File: src/include/dsi_defs.svh
// dsi core shared constants for lane count, widths, register map and clock pattern
`ifndef DSI_DEFS_SVH
`define DSI_DEFS_SVH

// lane count and datapath widths
`define DSI_NUM_LANES 3
`define DSI_ADDR_W 6
`define DSI_DATA_W 32
`define DSI_TICK_W 12

// register map
`define DSI_REG_TICK_DIV 6'h00
`define DSI_REG_CTL 6'h01
`define DSI_REG_LP_TX 6'h02
`define DSI_REG_GPIO 6'h03
`define DSI_REG_LANE_CTRL 6'h04

// high-speed byte on the clock lane
`define DSI_CLK_PATTERN 8'haa

`endif

File: src/verilog/dsi_reg_pkg.sv
// dsi register types, the decoded views of one register word
`default_nettype none
`include "dsi_defs.svh"

package dsi_reg_pkg;

   typedef logic [1:0] lane_route_t;

   // CTL, esc_ready is a read-only status bit
   typedef struct packed {
      logic [`DSI_DATA_W-4:0] rsvd;
      logic esc_ready;
      logic lp_request;
      logic clk_en;
   } ctl_word_s;

   typedef struct packed {
      logic [`DSI_DATA_W-10:0] rsvd;
      logic valid;
      logic [7:0] data;
   } lp_tx_word_s;

   // route[0] sits in bits 1:0
   typedef struct packed {
      logic [`DSI_DATA_W-14:0] rsvd;
      logic clock_invert;
      logic [3:0] invert;
      lane_route_t [3:0] route;
   } lane_word_s;

   typedef struct packed {
      logic [`DSI_DATA_W-5:0] rsvd;
      logic [2:0] gpio;
      logic reset_n;
   } gpio_word_s;

   typedef union packed {
      ctl_word_s ctl;
      lp_tx_word_s lp_tx;
      lane_word_s lane;
      gpio_word_s gpio;
      logic [`DSI_DATA_W-1:0] raw;
   } csr_word_u;

endpackage

`default_nettype wire

File: src/verilog/dsi_lane_pkg.sv
// dsi lane types for line states and the lane sequencers
`default_nettype none

package dsi_lane_pkg;

   // {p, n} as driven on the wire
   typedef enum logic [1:0] {
      LP00 = 2'b00,
      LP01 = 2'b01,
      LP10 = 2'b10,
      LP11 = 2'b11
   } lp_state_e;

   // escape serializer
   typedef enum logic [1:0] {
      ESC_IDLE,
      ESC_BIT,
      ESC_SPACE
   } esc_state_e;

   // clock lane start-up
   typedef enum logic [2:0] {
      SEQ_OFF,
      SEQ_LP11,
      SEQ_LP01,
      SEQ_LP00,
      SEQ_HS
   } clk_seq_e;

endpackage

`default_nettype wire

File: src/verilog/dsi_ctrl_if.sv
// dsi control link from the register block to the lane logic
`timescale 1ns/1ps
`default_nettype none
`include "dsi_defs.svh"

interface dsi_ctrl_if
   import dsi_reg_pkg::*;
(
   input logic clk_dsi_i
);

   // static lane settings
   logic clk_en;
   logic lp_request;
   lane_route_t [`DSI_NUM_LANES-1:0] lane_route;
   logic [`DSI_NUM_LANES-1:0] lane_invert;
   logic clock_invert;

   // escape byte hand-off
   logic [7:0] esc_byte;
   logic esc_valid;
   logic esc_ready;

   modport csr (
      input clk_dsi_i,
      output clk_en, lp_request, lane_route, lane_invert, clock_invert,
      output esc_byte, esc_valid,
      input esc_ready
   );

   modport lane (
      input clk_dsi_i,
      input clk_en, lp_request, lane_route, lane_invert, clock_invert,
      input esc_byte, esc_valid,
      output esc_ready
   );

endinterface

`default_nettype wire

File: src/verilog/dsi_csr_regs.sv
// dsi register block with write decode, readback and the escape byte hand-off
`timescale 1ns/1ps
`default_nettype none
`include "dsi_defs.svh"

module dsi_csr_regs
   import dsi_reg_pkg::*;
(
   input  logic clk_dsi_i,
   input  logic rst_n_dsi,
   input  logic [`DSI_ADDR_W-1:0] host_addr_i,
   input  logic [`DSI_DATA_W-1:0] host_wdata_i,
   input  logic host_wr_i,
   output logic [`DSI_DATA_W-1:0] host_rdata_o,
   dsi_ctrl_if.csr ctrl,
   output logic [`DSI_TICK_W-1:0] tick_div_o,
   output logic dsi_reset_n_o,
   output logic [2:0] dsi_gpio_o
);

   csr_word_u wr_word;
   csr_word_u rd_word;
   logic [`DSI_TICK_W-1:0] tick_div_q;
   logic clk_en_q;
   logic lp_req_q;
   lane_word_s lane_q;
   logic [7:0] esc_byte_q;
   logic esc_valid_q;
   logic esc_free;

   assign wr_word = host_wdata_i;

   // a pulse in flight counts as busy
   assign esc_free = ctrl.esc_ready & ~esc_valid_q;

   //////////////////////////////////////////////////
   // register writes
   //////////////////////////////////////////////////

   always_ff @(posedge clk_dsi_i) begin
      if (!rst_n_dsi) begin
         tick_div_q <= '0;
         clk_en_q <= 1'b0;
         lp_req_q <= 1'b0;
         lane_q <= '0;
         esc_valid_q <= 1'b0;
         dsi_reset_n_o <= 1'b0;
         dsi_gpio_o <= '0;
      end else begin
         esc_valid_q <= 1'b0;
         if (host_wr_i) begin
            case (host_addr_i)
               `DSI_REG_TICK_DIV: tick_div_q <= wr_word.raw[`DSI_TICK_W-1:0];
               `DSI_REG_CTL: begin
                  clk_en_q <= wr_word.ctl.clk_en;
                  lp_req_q <= wr_word.ctl.lp_request;
               end
               `DSI_REG_LP_TX: begin
                  if (esc_free) begin
                     esc_valid_q <= wr_word.lp_tx.valid;
                  end
               end
               `DSI_REG_GPIO: begin
                  dsi_reset_n_o <= wr_word.gpio.reset_n;
                  dsi_gpio_o <= wr_word.gpio.gpio;
               end
               `DSI_REG_LANE_CTRL: begin
                  lane_q.route <= wr_word.lane.route;
                  lane_q.invert <= wr_word.lane.invert;
                  lane_q.clock_invert <= wr_word.lane.clock_invert;
               end
               default: ;
            endcase
         end
      end
   end

   // escape payload
   always_ff @(posedge clk_dsi_i) begin
      if (host_wr_i && host_addr_i == `DSI_REG_LP_TX && esc_free) begin
         esc_byte_q <= wr_word.lp_tx.data;
      end
   end

   //////////////////////////////////////////////////
   // readback
   //////////////////////////////////////////////////

   always_comb begin
      rd_word = '0;
      case (host_addr_i)
         `DSI_REG_TICK_DIV: rd_word.raw[`DSI_TICK_W-1:0] = tick_div_q;
         `DSI_REG_CTL: begin
            rd_word.ctl.clk_en = clk_en_q;
            rd_word.ctl.lp_request = lp_req_q;
            rd_word.ctl.esc_ready = esc_free;
         end
         `DSI_REG_GPIO: begin
            rd_word.gpio.reset_n = dsi_reset_n_o;
            rd_word.gpio.gpio = dsi_gpio_o;
         end
         `DSI_REG_LANE_CTRL: rd_word.lane = lane_q;
         default: rd_word = '0;
      endcase
   end

   // sampled only on cycles without a write
   always_ff @(posedge clk_dsi_i) begin
      if (!rst_n_dsi) begin
         host_rdata_o <= '0;
      end else if (!host_wr_i) begin
         host_rdata_o <= rd_word.raw;
      end
   end

   assign tick_div_o = tick_div_q;
   assign ctrl.clk_en = clk_en_q;
   assign ctrl.lp_request = lp_req_q;
   assign ctrl.lane_route = lane_q.route[`DSI_NUM_LANES-1:0];
   assign ctrl.lane_invert = lane_q.invert[`DSI_NUM_LANES-1:0];
   assign ctrl.clock_invert = lane_q.clock_invert;
   assign ctrl.esc_byte = esc_byte_q;
   assign ctrl.esc_valid = esc_valid_q;

   // the transmitter must be ready whenever a byte is offered
   a_esc_handshake: assert property (@(posedge ctrl.clk_dsi_i) disable iff (!rst_n_dsi)
      $rose(ctrl.esc_valid) |-> ctrl.esc_ready)
      else $error("escape pulse raised while the transmitter is busy");

endmodule

`default_nettype wire

File: src/verilog/dsi_tick_gen.sv
// dsi tick generator, divides the byte clock down to the low-power bit period
`timescale 1ns/1ps
`default_nettype none
`include "dsi_defs.svh"

module dsi_tick_gen (
   input  logic clk_dsi_i,
   input  logic rst_n_dsi,
   input  logic [`DSI_TICK_W-1:0] tick_div_i,
   output logic tick_o
);

   logic [`DSI_TICK_W-1:0] count_q;

   // one tick every tick_div_i+1 cycles
   always_ff @(posedge clk_dsi_i) begin
      if (!rst_n_dsi) begin
         count_q <= '0;
         tick_o <= 1'b0;
      end else if (count_q >= tick_div_i) begin
         // >= so a smaller divider takes effect at once
         count_q <= '0;
         tick_o <= 1'b1;
      end else begin
         count_q <= count_q + 1'b1;
         tick_o <= 1'b0;
      end
   end

endmodule

`default_nettype wire

File: src/verilog/dsi_lp_escape_tx.sv
// dsi escape transmitter, shifts a byte out as low-power line states
`timescale 1ns/1ps
`default_nettype none

module dsi_lp_escape_tx
   import dsi_lane_pkg::*;
(
   input  logic clk_dsi_i,
   input  logic rst_n_dsi,
   input  logic tick_i,
   dsi_ctrl_if.lane ctrl,
   output lp_state_e esc_state_o
);

   esc_state_e state_q;
   logic [7:0] shift_q;
   logic [3:0] bit_cnt_q;
   logic busy_q;
   logic ready_q;
   logic take;

   assign take = ctrl.esc_valid & ready_q;
   assign ctrl.esc_ready = ready_q;

   //////////////////////////////////////////////////
   // control FSM, steps only on ticks
   //////////////////////////////////////////////////

   always_ff @(posedge clk_dsi_i) begin
      if (!rst_n_dsi) begin
         state_q <= ESC_IDLE;
         bit_cnt_q <= '0;
         busy_q <= 1'b0;
         ready_q <= 1'b0;
      end else begin
         if (take) begin
            busy_q <= 1'b1;
            ready_q <= 1'b0;
         end else if (state_q == ESC_IDLE && !busy_q) begin
            // one cycle into the closing LP-11
            ready_q <= 1'b1;
         end
         if (tick_i) begin
            case (state_q)
               ESC_IDLE: begin
                  if (busy_q) begin
                     state_q <= ESC_BIT;
                     bit_cnt_q <= '0;
                  end
               end
               ESC_BIT: state_q <= ESC_SPACE;
               ESC_SPACE: begin
                  if (bit_cnt_q == 4'd7) begin
                     state_q <= ESC_IDLE;
                     busy_q <= 1'b0;
                  end else begin
                     bit_cnt_q <= bit_cnt_q + 1'b1;
                     state_q <= ESC_BIT;
                  end
               end
               default: state_q <= ESC_IDLE;
            endcase
         end
      end
   end

   // msb first, next bit after each space
   always_ff @(posedge clk_dsi_i) begin
      if (take) begin
         shift_q <= ctrl.esc_byte;
      end else if (tick_i && state_q == ESC_SPACE) begin
         shift_q <= {shift_q[6:0], 1'b0};
      end
   end

   always_comb begin
      case (state_q)
         ESC_BIT: esc_state_o = shift_q[7] ? LP10 : LP01;
         ESC_SPACE: esc_state_o = LP00;
         default: esc_state_o = LP11;
      endcase
   end

   a_bit_cnt_range: assert property (@(posedge ctrl.clk_dsi_i) disable iff (!rst_n_dsi)
      bit_cnt_q < 4'd8)
      else $error("escape bit counter ran past the last bit");

endmodule

`default_nettype wire

File: src/verilog/dsi_lane_router.sv
// dsi lane router, per-lane escape routing and polarity with registered lines
`timescale 1ns/1ps
`default_nettype none
`include "dsi_defs.svh"

module dsi_lane_router
   import dsi_lane_pkg::*;
(
   input  logic clk_dsi_i,
   input  logic rst_n_dsi,
   dsi_ctrl_if.lane ctrl,
   input  lp_state_e esc_state_i,
   output logic [`DSI_NUM_LANES-1:0] dsi_lp_p_o,
   output logic [`DSI_NUM_LANES-1:0] dsi_lp_n_o,
   output logic [`DSI_NUM_LANES-1:0] dsi_lp_oe_o
);

   lp_state_e line [`DSI_NUM_LANES];

   // nonzero route parks the lane at LP-11
   always_comb begin
      for (int i = 0; i < `DSI_NUM_LANES; i++) begin
         if (!ctrl.lp_request) begin
            line[i] = LP00;
         end else if (ctrl.lane_route[i] == '0) begin
            line[i] = esc_state_i;
         end else begin
            line[i] = LP11;
         end
      end
   end

   always_ff @(posedge clk_dsi_i) begin
      if (!rst_n_dsi) begin
         dsi_lp_p_o <= '0;
         dsi_lp_n_o <= '0;
         dsi_lp_oe_o <= '0;
      end else begin
         for (int i = 0; i < `DSI_NUM_LANES; i++) begin
            // inverted lanes swap p and n
            dsi_lp_p_o[i] <= ctrl.lane_invert[i] ? line[i][0] : line[i][1];
            dsi_lp_n_o[i] <= ctrl.lane_invert[i] ? line[i][1] : line[i][0];
         end
         dsi_lp_oe_o <= {`DSI_NUM_LANES{ctrl.lp_request}};
      end
   end

endmodule

`default_nettype wire

File: src/verilog/dsi_clock_lane.sv
// dsi clock lane, low-power start-up sequence then the high-speed clock byte
`timescale 1ns/1ps
`default_nettype none
`include "dsi_defs.svh"

module dsi_clock_lane
   import dsi_lane_pkg::*;
(
   input  logic clk_dsi_i,
   input  logic rst_n_dsi,
   input  logic tick_i,
   dsi_ctrl_if.lane ctrl,
   output logic dsi_clk_lp_p_o,
   output logic dsi_clk_lp_n_o,
   output logic dsi_clk_lp_oe_o,
   output logic [7:0] serdes_clk_data_o,
   output logic serdes_clk_oe_o
);

   clk_seq_e state_q;
   lp_state_e line;
   logic [7:0] pattern;

   // one step per tick, a cleared enable falls back to LP-11
   always_ff @(posedge clk_dsi_i) begin
      if (!rst_n_dsi) begin
         state_q <= SEQ_OFF;
      end else if (tick_i) begin
         case (state_q)
            SEQ_OFF: state_q <= SEQ_LP11;
            SEQ_LP11: begin
               if (ctrl.clk_en) begin
                  state_q <= SEQ_LP01;
               end
            end
            SEQ_LP01: state_q <= ctrl.clk_en ? SEQ_LP00 : SEQ_LP11;
            SEQ_LP00: state_q <= ctrl.clk_en ? SEQ_HS : SEQ_LP11;
            SEQ_HS: begin
               if (!ctrl.clk_en) begin
                  state_q <= SEQ_LP11;
               end
            end
            default: state_q <= SEQ_OFF;
         endcase
      end
   end

   always_comb begin
      if (!ctrl.lp_request) begin
         line = LP00;
      end else begin
         case (state_q)
            SEQ_LP11: line = LP11;
            SEQ_LP01: line = LP01;
            default: line = LP00;
         endcase
      end
   end

   assign dsi_clk_lp_p_o = ctrl.clock_invert ? line[0] : line[1];
   assign dsi_clk_lp_n_o = ctrl.clock_invert ? line[1] : line[0];
   assign dsi_clk_lp_oe_o = ctrl.lp_request &&
                            (state_q inside {SEQ_LP11, SEQ_LP01, SEQ_LP00});

   // inverted polarity sends the complement
   assign pattern = ctrl.clock_invert ? ~`DSI_CLK_PATTERN : `DSI_CLK_PATTERN;
   assign serdes_clk_oe_o = (state_q == SEQ_HS);
   assign serdes_clk_data_o = serdes_clk_oe_o ? pattern : 8'h00;

   a_drivers_exclusive: assert property (@(posedge ctrl.clk_dsi_i) disable iff (!rst_n_dsi)
      !(serdes_clk_oe_o && dsi_clk_lp_oe_o))
      else $error("clock lane HS and LP drivers enabled together");

endmodule

`default_nettype wire

File: src/verilog/dsi_core_top.sv
// dsi core top, low-power control side in the byte clock domain
`timescale 1ns/1ps
`default_nettype none
`include "dsi_defs.svh"

module dsi_core_top
   import dsi_lane_pkg::*;
(
   input  logic clk_dsi_i,
   input  logic rst_n_dsi,
   // host register port
   input  logic [`DSI_ADDR_W-1:0] host_addr_i,
   input  logic [`DSI_DATA_W-1:0] host_wdata_i,
   input  logic host_wr_i,
   output logic [`DSI_DATA_W-1:0] host_rdata_o,
   // data lanes
   output logic [`DSI_NUM_LANES-1:0] dsi_lp_p_o,
   output logic [`DSI_NUM_LANES-1:0] dsi_lp_n_o,
   output logic [`DSI_NUM_LANES-1:0] dsi_lp_oe_o,
   // clock lane
   output logic dsi_clk_lp_p_o,
   output logic dsi_clk_lp_n_o,
   output logic dsi_clk_lp_oe_o,
   output logic [7:0] serdes_clk_data_o,
   output logic serdes_clk_oe_o,
   // display pins
   output logic dsi_reset_n_o,
   output logic [2:0] dsi_gpio_o
);

   logic [`DSI_TICK_W-1:0] tick_div;
   logic tick;
   lp_state_e esc_state;

   dsi_ctrl_if u_ctrl_if (.clk_dsi_i(clk_dsi_i));

   //////////////////////////////////////////////////
   // registers and bit timing
   //////////////////////////////////////////////////

   dsi_csr_regs u_csr_regs (
      .clk_dsi_i(clk_dsi_i),
      .rst_n_dsi(rst_n_dsi),
      .host_addr_i(host_addr_i),
      .host_wdata_i(host_wdata_i),
      .host_wr_i(host_wr_i),
      .host_rdata_o(host_rdata_o),
      .ctrl(u_ctrl_if.csr),
      .tick_div_o(tick_div),
      .dsi_reset_n_o(dsi_reset_n_o),
      .dsi_gpio_o(dsi_gpio_o)
   );

   dsi_tick_gen u_tick_gen (
      .clk_dsi_i(clk_dsi_i),
      .rst_n_dsi(rst_n_dsi),
      .tick_div_i(tick_div),
      .tick_o(tick)
   );

   //////////////////////////////////////////////////
   // lanes
   //////////////////////////////////////////////////

   dsi_lp_escape_tx u_escape_tx (
      .clk_dsi_i(clk_dsi_i),
      .rst_n_dsi(rst_n_dsi),
      .tick_i(tick),
      .ctrl(u_ctrl_if.lane),
      .esc_state_o(esc_state)
   );

   dsi_lane_router u_lane_router (
      .clk_dsi_i(clk_dsi_i),
      .rst_n_dsi(rst_n_dsi),
      .ctrl(u_ctrl_if.lane),
      .esc_state_i(esc_state),
      .dsi_lp_p_o(dsi_lp_p_o),
      .dsi_lp_n_o(dsi_lp_n_o),
      .dsi_lp_oe_o(dsi_lp_oe_o)
   );

   dsi_clock_lane u_clock_lane (
      .clk_dsi_i(clk_dsi_i),
      .rst_n_dsi(rst_n_dsi),
      .tick_i(tick),
      .ctrl(u_ctrl_if.lane),
      .dsi_clk_lp_p_o(dsi_clk_lp_p_o),
      .dsi_clk_lp_n_o(dsi_clk_lp_n_o),
      .dsi_clk_lp_oe_o(dsi_clk_lp_oe_o),
      .serdes_clk_data_o(serdes_clk_data_o),
      .serdes_clk_oe_o(serdes_clk_oe_o)
   );

endmodule

`default_nettype wire

File: config.mk
export PLATFORM = sky130hd
export DESIGN_NAME = dsi_core_top
export DESIGN_NICKNAME = d
export VERILOG_FILES = /design/src/verilog/dsi_reg_pkg.sv /design/src/verilog/dsi_lane_pkg.sv /design/src/verilog/dsi_ctrl_if.sv /design/src/verilog/dsi_csr_regs.sv /design/src/verilog/dsi_tick_gen.sv /design/src/verilog/dsi_lp_escape_tx.sv /design/src/verilog/dsi_lane_router.sv /design/src/verilog/dsi_clock_lane.sv /design/src/verilog/dsi_core_top.sv
export VERILOG_INCLUDE_DIRS = /design/src /design/src/include
export SDC_FILE = /design/constraint.sdc
export NUM_CORES = 1
export LEC_CHECK = 0
export BUFFER_PORTS_ARGS = -buffer_cell sky130_fd_sc_hd__buf_2
export CAP_MARGIN = 15
export CORE_MARGIN = 2
export CORE_UTILIZATION = 58
export DETAILED_ROUTE_END_ITERATION = 16
export PLACE_DENSITY = 0.89
export SETUP_SLACK_MARGIN = 0.15
export SYNTH_ARGS = -nofsm -noshare
export SYNTH_HDL_FRONTEND = slang
export SYNTH_SLANG_ARGS = --single-unit
File: constraint.sdc
create_clock -name clk_dsi_i -period 3.6 [get_ports clk_dsi_i]
set_input_delay 0.18 -clock clk_dsi_i [delete_from_list [all_inputs] [get_ports clk_dsi_i]]
set_output_delay 0.18 -clock clk_dsi_i [all_outputs]
set_load 0.1 [all_outputs]
==> flow_summary.ini <==
[layout]
n_antenna_cell = 0
area_growth_pct = 11.1
fin_cells = 623
design_area_um2 = 4770
final_nets = 574
post-route-util = 0.661
final_cell_mix = 76 x dfxtp_1, 60 x buf_2, 53 x nand2_1
layout-drive-gt1-share = 0.183
final_common_cell = dfxtp_1

[placement]
gp_congestion = 0.807
pre_cts_ws_ns = 1.58
place_inst = 605
placed_area_um2 = 4510
io_buffers = 59
dpl.hpwl_um = 6800

[synthesis]
ys_types = 51
ys_warn_count = 0
synth-seq-cells = 92
seq_area_frac_synth = 0.466
ys_async_sr_fraction = 0
synthFlopType = dfxtp_1
syn-cell-area_um2 = 4290
yosys-top-cells-area = dfxtp_1 35%, edfxtp_1 11%, a21oi_1 5.1%, buf_4 4.7%, nand2_1 4.6%
yosysTopAreaCell = dfxtp_1
synth_edf_count = 16
yosysTopAreaCellShare = 0.354
synth_area_per_cell_um2 = 9.04
syn_inst = 475

[worst_hold_path]
worstHoldEndpoint = u_csr_regs.ctrl.esc_byte[6]$_DFFE_PP_
worstHoldStart = host_wdata_i[6]
holdPathStages = 1
hp-class = primary input to flip-flop

[critical_path]
r2r_cells = 5
crit_required_ns = 3.42
crit_type = flip-flop to output pin
rr_endpoint = u_escape_tx.bit_cnt_q[2]$_SDFFE_PN0P_
crit_path_max_fanout = 6
rr_startpoint = u_escape_tx.bit_cnt_q[0]$_SDFFE_PN0P_
arrival_ns = 1.83
crit_path_end_kind = output pin
cp-start-kind = flip-flop
r2r_slack_ns = 1.67

[timing]
rsz0062_at_grt = no
fin_crit_sh = 0.558
setup_tns_ns = 0
setup-violations-final = 0
slew_headroom = 0.364
finalCriticalPeriod_ns = 2.01
max_slew.worst_pin.slew_ns = 0.954
skew_ns = 0.00810
slew_viol_final = 0
fmax_ghz = 0.498
hold_viol_final = 0
fin_ws_ns = 1.59

[global_routing]
grt_remaining_overflow = 0
grt_pass1_wl_um = 16000
grt_pass1_vias = 3262
antenna_found_initial = 0
grt_max_degree = 37
grt_usage = 0.241

[drt]
drt_iter0_markers = 292
remaining_drc_errors = 0
first_pass_iters = 5
num_vias = 3556
antenna_left = 0
routed_wl_um = 9710
wl_per_cell_um = 15.6
via_per_inst = 5.71

[floorplan]
pin_count = 98
die_area_um2 = 8110
start_util = 0.595
coreArea_um2 = 7210
rows = 31
dieHeight_um = 90.0
fp.dieW_um = 90.0

[clock_tree]
clk_latency_ns = 0.35
max-clock-path-buffers = 2
cts_setup_buffers = 0
cts_resized = 0
ctsHoldBuffers = 0
clkSinkCount = 92
h-tree-depth = 3
cts_buffers = 9
root_buffer = clkbuf_8
cts_tree = built
clk_pin_slew_ns = 0.09

[power_and_ir_drop]
p_leak_nw = 1.94
vdd_drop_max_mv = 0.205
power_density_nw_per_um2 = 434

[outcome]
status = complete, no violations

[run]
cap_violations = 0
-- synth_stat cells, types with 3 or more instances --
library cell  count
inv_1            22
o31ai_1           3
ha_1             14
a211oi_1          3
buf_1             3
nor3_1           28
and3_1            7
edfxtp_1         16
nor2b_1           6
buf_4            27
nand4_1           3
a32o_1            3
mux2_2            7
dfxtp_1          76
nand2_1          53
buf_2             3
clkbuf_1         15
xnor2_1          13
a221oi_1          9
nand3_1          22
mux2i_1           9
a21oi_1          44
nand2b_1         11
o21ai_0           9
nor2_1           34
nor4_1            3
-- worst max-delay path by stage --
stage	endpoint	slack (ns)	start	cells past startpoint
after detailed placement	u_csr_regs.ctrl.lp_request$_SDFFE_PN0P_	1.58	host_wr_i	5
after CTS	u_escape_tx.shift_q[7]$_DFFE_PP_	1.54	u_tick_gen.tick_o$_SDFF_PN0_	2
after global placement	u_csr_regs.ctrl.clk_en$_SDFFE_PN0P_	1.64	host_wr_i	5
final	serdes_clk_data_o[5]	1.59	u_clock_lane.state_q[0]$_SDFFE_PN0P_	4
after global routing	serdes_clk_data_o[5]	1.49	u_clock_lane.state_q[0]$_SDFFE_PN0P_	4
after floorplan	serdes_clk_data_o[3]	0.65	u_clock_lane.state_q[0]$_SDFFE_PN0P_	4
-- state kept, by name, summed over array words and instances (netlist names) --
| name | flops |
|---|---|
| u_tick_gen.count_q | 12 |
| u_csr_regs.ctrl.clock_invert | 1 |
| u_csr_regs.dsi_reset_n_o | 1 |
| u_csr_regs.ctrl.clk_en | 1 |
| u_csr_regs.ctrl.lane_invert | 3 |
| u_csr_regs.host_rdata_o | 13 |
| u_lane_router.dsi_lp_oe_o | 1 |
| u_csr_regs.dsi_gpio_o | 3 |
| u_csr_regs.ctrl.esc_valid | 1 |
| u_escape_tx.bit_cnt_q | 4 |
| u_lane_router.dsi_lp_p_o | 3 |
| u_escape_tx.ctrl.esc_ready | 1 |
| u_csr_regs.tick_div_o | 12 |
| u_csr_regs.ctrl.esc_byte | 8 |
| u_csr_regs.ctrl.lp_request | 1 |
| u_lane_router.dsi_lp_n_o | 3 |
| u_tick_gen.tick_o | 1 |
| u_clock_lane.state_q | 3 |
| u_csr_regs.lane_q | 3 |
| u_escape_tx.shift_q | 8 |
| u_escape_tx.busy_q | 1 |
| u_csr_regs.ctrl.lane_route | 6 |
| u_escape_tx.state_q | 2 |
-- layer usage --
layer  vias up  routed length (um)  track usage
met2       163                4710        0.402
met3        26                 768       0.0402
met4         0                 184       0.0910
met1      1657                4050        0.315
li1       1710                   -            -
met5         -                   0            0
-- kinds of logic after synthesis --
group,Yosys count,share of synthesized area
AND/OR/NAND/NOR,180,0.205
buffers and inverters,72,0.0909
AO/OA/AOI/OAI,85,0.126
multiplexers,16,0.0393
XOR/XNOR,15,0.0306
flip-flops,92,0.466
adder cells (fa/ha/maj),14,0.0408
other,1,0.000873
-- per-stage QoR --
| step | hold WS, ns | power, W |
|---|---|---|
| 2_1_floorplan | 0.279 | 0.00128 |
| 4_1_cts | 0.0386 | 0.00207 |
| 6_report | 0.0472 | 0.00207 |
| 3_3_place_gp | 0.410 | 0.00129 |
| 3_5_place_dp | 0.411 | 0.00130 |
| 5_1_grt | 0.0344 | 0.00212 |
-- power by group --
part	switching [W]	internal, W
combinational	0.000185	0.0000340
clock	0.000373	0.000418
sequential	0.00000911	0.00105
-- area by class of cell --
cell class / instances / area [um^2]
clock inverters: 6 / 93.8
fillers: 555 / 2440
multi-input cells: 329 / 1970
repair buffers: 65 / 358
clock buffers: 10 / 138
inverters: 22 / 82.6
well taps: 99 / 124
flip-flops and latches: 92 / 2000
-- critical path: stages (launching register included) --
cell     delay [ns]
dfxtp_1        0.37
nor2_1         0.25
and2_1         0.21
nor2b_2        0.19
buf_2          0.45
Power figures use the tool's default switching activity.
